## src/ddr_bridge_cfg_pkg.sv

```systemverilog
`default_nettype none

package ddr_bridge_cfg_pkg;

    // one application line, 16 bytes
    localparam int DATA_WIDTH = 128;
    localparam int STRB_WIDTH = DATA_WIDTH / 8;

    // byte address as seen on the app port
    localparam int ADDR_WIDTH = 29;

    localparam int ID_WIDTH = 4;

    // low address bits that select a byte inside a line
    localparam int OFFSET_WIDTH = $clog2(STRB_WIDTH);

    // line payload
    typedef logic [DATA_WIDTH-1:0] data_t;

    // byte strobe, or the inverted write mask
    typedef logic [STRB_WIDTH-1:0] strb_t;

    // byte address
    typedef logic [ADDR_WIDTH-1:0] addr_t;

    // transaction id of the RAM command
    typedef logic [ID_WIDTH-1:0] id_t;

    // byte position within a line
    typedef logic [OFFSET_WIDTH-1:0] offset_t;

endpackage

`default_nettype wire

```

## src/ddr_bridge_cmd_pkg.sv

```systemverilog
`default_nettype none

package ddr_bridge_cmd_pkg;

    import ddr_bridge_cfg_pkg::*;

    typedef logic [2:0] app_cmd_t;

    localparam app_cmd_t APP_CMD_WRITE = 3'b000;
    localparam app_cmd_t APP_CMD_READ  = 3'b001;

    // command as it arrives on the RAM port
    typedef struct packed {
        logic  rd;
        logic  last;
        id_t   id;
        addr_t addr;
        data_t data;
        strb_t strb;
    } ram_cmd_t;

    // after decode: aligned address, data and mask already placed in the line
    typedef struct packed {
        logic  rd;
        logic  last;
        id_t   id;
        addr_t addr;
        data_t data;
        strb_t mask;
    } line_cmd_t;

    typedef struct packed {
        logic     en;
        app_cmd_t cmd;
        addr_t    addr;
    } app_req_t;

    // mask bit high means the byte is not written
    typedef struct packed {
        logic  wren;
        logic  data_end;
        data_t data;
        strb_t mask;
    } app_wdf_t;

    typedef struct packed {
        logic  valid;
        logic  data_end;
        data_t data;
    } app_rd_t;

    typedef struct packed {
        id_t   id;
        data_t data;
        logic  last;
    } rd_resp_t;

    typedef enum logic {
        ISSUE_IDLE,
        ISSUE_RD_WAIT
    } issue_state_t;

endpackage

`default_nettype wire

```

## src/app_cmd_issue.sv

```systemverilog
`default_nettype none

module app_cmd_issue
    import ddr_bridge_cfg_pkg::*;
    import ddr_bridge_cmd_pkg::*;
(
    input  wire             clk_if,
    input  wire             resetn,

    input  wire line_cmd_t  line_cmd,
    input  wire             line_valid,
    output logic            line_take,

    output app_req_t        app_req,
    input  wire             app_rdy,
    output app_wdf_t        app_wdf,
    input  wire             app_wdf_rdy,
    input  wire app_rd_t    app_rd,

    input  wire             resp_space,
    output logic            ret_push,
    output rd_resp_t        ret_data
);

    issue_state_t state;
    issue_state_t state_next;

    logic     wr_go;
    logic     rd_go;

    // application side registers
    logic     req_en;
    app_cmd_t req_cmd;
    addr_t    req_addr;
    logic     wr_pulse;
    data_t    wdf_data;
    strb_t    wdf_mask;

    // id and last of the read in flight
    id_t      rd_id;
    logic     rd_last;

    assign wr_go = line_valid && !line_cmd.rd && app_rdy && app_wdf_rdy;
    // queue space is checked here so the later push always fits
    assign rd_go = line_valid && line_cmd.rd && app_rdy && resp_space;

    always_comb begin
        state_next = state;
        line_take  = 1'b0;
        ret_push   = 1'b0;
        case (state)
            ISSUE_IDLE: begin
                if (wr_go || rd_go) begin
                    line_take = 1'b1;
                    if (rd_go) begin
                        state_next = ISSUE_RD_WAIT;
                    end
                end
            end
            ISSUE_RD_WAIT: begin
                if (app_rd.valid) begin
                    ret_push   = 1'b1;
                    state_next = ISSUE_IDLE;
                end
            end
            default: state_next = ISSUE_IDLE;
        endcase
    end

    always_ff @(posedge clk_if) begin
        if (!resetn) begin
            state    <= ISSUE_IDLE;
            req_en   <= 1'b0;
            wr_pulse <= 1'b0;
        end else begin
            state    <= state_next;
            req_en   <= line_take;
            wr_pulse <= line_take && !line_cmd.rd;
        end
    end

    always_ff @(posedge clk_if) begin
        if (line_take) begin
            req_cmd  <= line_cmd.rd ? APP_CMD_READ : APP_CMD_WRITE;
            req_addr <= line_cmd.addr;
            rd_id    <= line_cmd.id;
            rd_last  <= line_cmd.last;
            if (!line_cmd.rd) begin
                wdf_data <= line_cmd.data;
                wdf_mask <= line_cmd.mask;
            end
        end
    end

    always_comb begin
        app_req.en       = req_en;
        app_req.cmd      = req_cmd;
        app_req.addr     = req_addr;
        app_wdf.wren     = wr_pulse;
        app_wdf.data_end = wr_pulse;
        app_wdf.data     = wdf_data;
        app_wdf.mask     = wdf_mask;
    end

    // returned line goes out unshifted
    always_comb begin
        ret_data.id   = rd_id;
        ret_data.data = app_rd.data;
        ret_data.last = rd_last;
    end

endmodule

`default_nettype wire

```

## src/ddr_app_bridge.sv

```systemverilog
`default_nettype none

module ddr_app_bridge
    import ddr_bridge_cmd_pkg::*;
#(
    parameter int RESP_DEPTH = 4
)
(
    input  wire             clk_if,
    input  wire             resetn,

    // RAM command port
    input  wire ram_cmd_t   cmd,
    input  wire             cmd_valid,
    output logic            cmd_ready,

    // DDR controller application port
    output app_req_t        app_req,
    input  wire             app_rdy,
    output app_wdf_t        app_wdf,
    input  wire             app_wdf_rdy,
    input  wire app_rd_t    app_rd,

    // read responses
    output rd_resp_t        rd_resp,
    output logic            rd_resp_valid,
    input  wire             rd_resp_ready
);

    line_cmd_t line_cmd;
    logic      line_valid;
    logic      line_take;
    logic      resp_space;
    logic      ret_push;
    rd_resp_t  ret_data;

    ram_cmd_decode u_decode (
        .clk_if     (clk_if),
        .resetn     (resetn),
        .cmd        (cmd),
        .cmd_valid  (cmd_valid),
        .cmd_ready  (cmd_ready),
        .line_cmd   (line_cmd),
        .line_valid (line_valid),
        .line_take  (line_take)
    );

    app_cmd_issue u_issue (
        .clk_if      (clk_if),
        .resetn      (resetn),
        .line_cmd    (line_cmd),
        .line_valid  (line_valid),
        .line_take   (line_take),
        .app_req     (app_req),
        .app_rdy     (app_rdy),
        .app_wdf     (app_wdf),
        .app_wdf_rdy (app_wdf_rdy),
        .app_rd      (app_rd),
        .resp_space  (resp_space),
        .ret_push    (ret_push),
        .ret_data    (ret_data)
    );

    rd_resp_return #(
        .RESP_DEPTH (RESP_DEPTH)
    ) u_return (
        .clk_if        (clk_if),
        .resetn        (resetn),
        .ret_push      (ret_push),
        .ret_data      (ret_data),
        .resp_space    (resp_space),
        .rd_resp       (rd_resp),
        .rd_resp_valid (rd_resp_valid),
        .rd_resp_ready (rd_resp_ready)
    );

endmodule

`default_nettype wire

```

## src/ram_cmd_decode.sv

```systemverilog
`default_nettype none

module ram_cmd_decode
    import ddr_bridge_cfg_pkg::*;
    import ddr_bridge_cmd_pkg::*;
(
    input  wire            clk_if,
    input  wire            resetn,

    input  wire ram_cmd_t  cmd,
    input  wire            cmd_valid,
    output logic           cmd_ready,

    output line_cmd_t      line_cmd,
    output logic           line_valid,
    input  wire            line_take
);

    offset_t   offset;
    addr_t     aligned_addr;
    line_cmd_t next_line;
    logic      accept;
    logic      full;
    logic      full_next;

    assign offset       = cmd.addr[OFFSET_WIDTH-1:0];
    assign aligned_addr = {cmd.addr[ADDR_WIDTH-1:OFFSET_WIDTH], {OFFSET_WIDTH{1'b0}}};
    assign accept       = cmd_valid && cmd_ready;

    // place write bytes at their offset inside the line
    always_comb begin
        next_line.rd   = cmd.rd;
        next_line.last = cmd.last;
        next_line.id   = cmd.id;
        next_line.addr = aligned_addr;
        if (cmd.rd) begin
            next_line.data = '0;
            next_line.mask = '0;
        end else begin
            next_line.data = cmd.data << {offset, 3'b000};
            // app port wants a mask, active high means keep
            next_line.mask = ~(cmd.strb << offset);
        end
    end

    // take and accept never coincide, ready is low while full
    always_comb begin
        full_next = full;
        if (accept) begin
            full_next = 1'b1;
        end else if (line_take) begin
            full_next = 1'b0;
        end
    end

    always_ff @(posedge clk_if) begin
        if (!resetn) begin
            full      <= 1'b0;
            cmd_ready <= 1'b0;
        end else begin
            full      <= full_next;
            cmd_ready <= !full_next;
        end
    end

    always_ff @(posedge clk_if) begin
        if (accept) begin
            line_cmd <= next_line;
        end
    end

    assign line_valid = full;

endmodule

`default_nettype wire

```

## src/rd_resp_return.sv

```systemverilog
`default_nettype none

module rd_resp_return
    import ddr_bridge_cmd_pkg::*;
#(
    parameter int RESP_DEPTH = 4
)
(
    input  wire             clk_if,
    input  wire             resetn,

    input  wire             ret_push,
    input  wire rd_resp_t   ret_data,
    output logic            resp_space,

    output rd_resp_t        rd_resp,
    output logic            rd_resp_valid,
    input  wire             rd_resp_ready
);

    localparam int PTR_WIDTH = (RESP_DEPTH > 1) ? $clog2(RESP_DEPTH) : 1;
    localparam int CNT_WIDTH = $clog2(RESP_DEPTH + 1);

    typedef logic [PTR_WIDTH-1:0] ptr_t;
    typedef logic [CNT_WIDTH-1:0] cnt_t;

    rd_resp_t mem [RESP_DEPTH];
    ptr_t     wr_ptr;
    ptr_t     rd_ptr;
    cnt_t     count;
    logic     pop;

    assign pop           = rd_resp_valid && rd_resp_ready;
    assign rd_resp_valid = (count != '0);
    assign resp_space    = (count < cnt_t'(RESP_DEPTH));
    assign rd_resp       = mem[rd_ptr];

    always_ff @(posedge clk_if) begin
        if (ret_push) begin
            mem[wr_ptr] <= ret_data;
        end
    end

    // pointers wrap at the depth, which need not be a power of two
    always_ff @(posedge clk_if) begin
        if (!resetn) begin
            wr_ptr <= '0;
            rd_ptr <= '0;
            count  <= '0;
        end else begin
            if (ret_push) begin
                wr_ptr <= (wr_ptr == ptr_t'(RESP_DEPTH - 1)) ? '0 : wr_ptr + 1'b1;
            end
            if (pop) begin
                rd_ptr <= (rd_ptr == ptr_t'(RESP_DEPTH - 1)) ? '0 : rd_ptr + 1'b1;
            end
            if (ret_push && !pop) begin
                count <= count + 1'b1;
            end else if (pop && !ret_push) begin
                count <= count - 1'b1;
            end
        end
    end

endmodule

`default_nettype wire

```

## config.mk

```make
export PLATFORM = sky130hd
export DESIGN_NAME = ddr_app_bridge
export DESIGN_NICKNAME = d
export VERILOG_FILES = /design/src/ddr_bridge_cfg_pkg.sv /design/src/ddr_bridge_cmd_pkg.sv /design/src/app_cmd_issue.sv /design/src/ddr_app_bridge.sv /design/src/ram_cmd_decode.sv /design/src/rd_resp_return.sv
export SDC_FILE = /design/constraint.sdc
export NUM_CORES = 1
export LEC_CHECK = 0
export BUFFER_PORTS_ARGS = -buffer_cell sky130_fd_sc_hd__buf_2
export CORE_MARGIN = 8
export CORE_UTILIZATION = 54
export DETAILED_ROUTE_END_ITERATION = 12
export PLACE_DENSITY = 0.8
export SYNTH_ARGS = -nofsm -noshare
export SYNTH_HDL_FRONTEND = slang
export SYNTH_SLANG_ARGS = --single-unit
```

## constraint.sdc

```tcl
create_clock -name clk_if -period 15.8 [get_ports clk_if]
set_input_delay 0.79 -clock clk_if [delete_from_list [all_inputs] [get_ports clk_if]]
set_output_delay 0.79 -clock clk_if [all_outputs]
set_load 0.01 [all_outputs]
```

==> key figures <==
Run status
  – Outcome: finished, final reports clean

Min path
  – Worst hold path cell count: 1
  – Min-Delay Endpoint: u_decode.line_cmd[167]
  – Worst hold-check path type: in2reg
  – Worst min-delay path startpoint: cmd[167]

Yosys
  – Sequential-to-total area share from yosys stat: 75.1%
  – Post-synthesis instance area: 35,600 sq um
  – Async set-reset flop share out of synthesis: 0%
  – Warnings from Yosys: 0
  – Library cells used by synthesis: 59
  – Number of register bits inferred by synthesis: 896
  – Gate Count Post-Synth: 1,864
  – Post-Syn Area per Cell: 19.1 sq um
  – EDFF count, synth: 882
  – Predominant post-synthesis flop cell: sky130_fd_sc_hd__edfxtp_1

Setup path
  – Worst flop-to-flop path endpoint: u_return.mem[3][10]
  – Buf+Inv Stages, Crit Path: 3
  – Maximum cell stage delay along the critical path: 0.98 ns
  – Data required, critical path: 15.01 ns
  – Crit. path cell count: 4
  – Category of the critical setup timing path: reg2out
  – Slowest CP cell: sky130_fd_sc_hd__dfxtp_4
  – Worst setup slack for register-to-register paths: 12.67 ns
  – Signal arrival time at the worst endpoint: 4.15 ns
  – Family with the most delay on the worst path: buffers and inverters
  – Type of element capturing the critical path: output port
  – Crit path launch type: flop
  – Number of cells on the worst reg-to-reg path: 4
  – Critical R2R Launch: u_return.wr_ptr[0]
  – Crit path max fanout: 49
  – Critical Path Most Common Cell: sky130_fd_sc_hd__buf_4
  – Ordered cell list for the critical path: buf_4 -> buf_4 -> mux4_2 -> buf_2

Floorplanning
  – Die width: 273 um
  – Starting density of the core: 54.4%
  – Full die area: 74,500 sq um
  – Number of top-level pins: 629
  – Core footprint: 65,500 sq um
  – Die Y-Extent: 273 um
  – Std cell rows: 94

Timing
  – Highest Clock Rate: 202 MHz
  – Worst slew margin: 22.0%
  – Setup TNS: 0 ns
  – Setup violators final: 0
  – Hold slack final: 0.320 ns
  – Hold violation total from the final report: 0
  – Max Clock Skew: 0.0285 ns
  – RSZ-0062 raised after global routing: no
  – Actual transition at the worst max-transition pin: 1.17 ns
  – Period Utilization, post-route: 31.3%
  – Crit path time final: 4.94 ns
  – Number of max-slew violations in the final report: 0

Power and ir drop
  – Leakage Power: 14.9 nW
  – Pwr Density: 133 nW/um^2
  – Max VDD drop: 0.0976 mV

Global route
  – Wire length of the first global-routing pass: 159,000 um
  – Antenna violations before repair: 40
  – Met1 Use GR: 35.6%
  – Residual overflow from global routing: 0
  – Gr usage total: 29.8%
  – Met3 track demand over resource in global routing: 9.26%
  – Vias in the first global route: 21,800
  – GR peak layer: met2
  – Largest net degree at the start of global routing: 108
  – Global-route met2 utilization: 50.0%

Clock network
  – Buffer type at the clock tree root: sky130_fd_sc_hd__clkbuf_16
  – Clk sink count: 896
  – Post-CTS Hold Buffers: 0
  – Total clock buffers created by CTS: 90
  – Worst-Skew Late Latency: 0.65 ns
  – Clock transition at path regs: 0.06 ns
  – Clock buffer depth: 3
  – # Post-CTS Setup Buffers: 0
  – H-tree Lvls: 3
  – CTS tree: yes
  – Count of instances resized after the clock tree is built: 0

Route
  – Vias: 21,400
  – Number of remaining DRC errors: 0
  – First-pass iteration count of the detailed router: 5
  – Vias/cell: 6.22
  – Number of routed nets with antenna violations: 0
  – DRC marker count from the first detailed-route iteration: 2,696
  – Wirelength, routed: 114,000 um
  – Wirelength per Cell: 33.1 um

Flow run
  – # Max-Cap Violations: 0

Layout
  – Highest-count cells in the layout ignoring fill and taps: sky130_fd_sc_hd__edfxtp_1 (882), sky130_fd_sc_hd__buf_2 (619), sky130_fd_sc_hd__mux2i_1 (135), sky130_fd_sc_hd__mux4_2 (133), sky130_fd_sc_hd__clkbuf_16 (92)
  – Most frequent standard cell in the layout excluding fill and tap cells: sky130_fd_sc_hd__edfxtp_1
  – Relative area change from synthesis to final layout: 18.9%
  – Share of post-route cells with drive strength above 1: 39.0%
  – Final-stage net count: 2,809

Placed design
  – Final RePlAce weighted congestion: 0.981
  – Number of I/O port buffers: 621
  – Placed wire-length estimate after detailed placement: 78,400 um
==> logic make-up after synthesis <==
group                    after synthesis  synth area share (%)
other                                  1                0.0105
AO/OA/AOI/OAI                        229                  4.54
adder cells (fa/ha/maj)                7                 0.267
XOR/XNOR                               2                0.0492
multiplexers                         335                  14.5
buffers and inverters                129                  1.99
AND/OR/NAND/NOR                      265                  3.52
flip-flops                           896                  75.1
==> report_power, final <==
group	switching [W]	internal, W	total, W
combinational	0.000457	0.000384	0.000841
sequential	0.0000594	0.00266	0.00272
clock	0.000900	0.00119	0.00209
total	0.00142	0.00423	0.00565
==> flip-flops by register name (all words and copies together), names as in the netlist, 2 cells and up, named ones only <==
name               flops
u_issue.wdf_mask      16
u_return.rd_ptr        2
u_issue.wdf_data     128
u_return.count         3
u_decode.line_cmd    175
u_issue.rd_id          4
u_issue.req_addr      25
u_return.wr_ptr        2
u_return.mem         532
==> layer usage <==
layer	up-vias	share of wire, %
li1	8828	-
met1	10900	35
met2	1433	49
met3	261	11
met4	38	4.6
met5	-	0.22
==> how the worst max path moves through the flow <==
stage	startpoint	slack, ns	to
2_1_floorplan	app_rdy	4.31	u_issue.wdf_data[0]
3_3_place_gp	flop	11.34	rd_resp[40]
3_5_place_dp	flop	11.37	rd_resp[40]
4_1_cts	flop	10.66	rd_resp[52]
5_1_grt	flop	10.48	rd_resp[89]
6_report	flop	10.86	rd_resp[89]
==> cell type report <==
class                           count  area [sq um]
Clock buffer                      107          2360
Inverter                            7          26.3
Tap cell                          864          1080
Sequential cell                   896         26800
Clock inverter                     57           543
Antenna cell                       20          50.0
Fill cell                        4372         23100
Multi-Input combinational cell    844          8220
Timing Repair Buffer              648          3320
==> through the flow <==
stage          util (%)  setup WS [ns]  total power (W)  instances  instance area [sq um]
5_1_grt            64.7          10.48          0.00580       3435                  42400
4_1_cts            64.6          10.66          0.00568       3423                  42300
6_report           64.7          10.86          0.00565       3443                  42400
3_5_place_dp       60.2          11.37          0.00360       3259                  39400
2_1_floorplan         -           4.31          0.00327       1869                  35700
3_3_place_gp       60.2          11.34          0.00359       3259                  39400
==> synth_stat cells (all sizes together) (2+ instances only) <==
cell type / n / area, sq um
a211o: 8 / 70.1
o211ai: 17 / 128
nand2: 84 / 315
mux2: 61 / 698
and2: 21 / 131
or3: 6 / 37.5
nor2b: 17 / 106
a31oi: 4 / 25.0
inv: 7 / 26.3
and3: 5 / 31.3
o21ai: 30 / 150
a2111oi: 2 / 23.8
o2bb2ai: 8 / 70.1
nand3: 16 / 80.1
a32oi: 8 / 70.1
a221o: 8 / 80.1
a2bb2oi: 17 / 149
clkbuf: 35 / 131
o21a: 3 / 22.5
o22ai: 38 / 238
dfxtp: 14 / 280
o221ai: 25 / 219
edfxtp: 882 / 26500
mux2i: 141 / 1480
buf: 87 / 553
nand2b: 20 / 125
a21oi: 43 / 215
ha: 6 / 75.1
a21boi: 4 / 30.0
or2: 4 / 25.0
mux4: 133 / 3000
nor2: 74 / 290
nor3: 14 / 75.1
a211oi: 12 / 100
(Power assumes the default switching activity.)
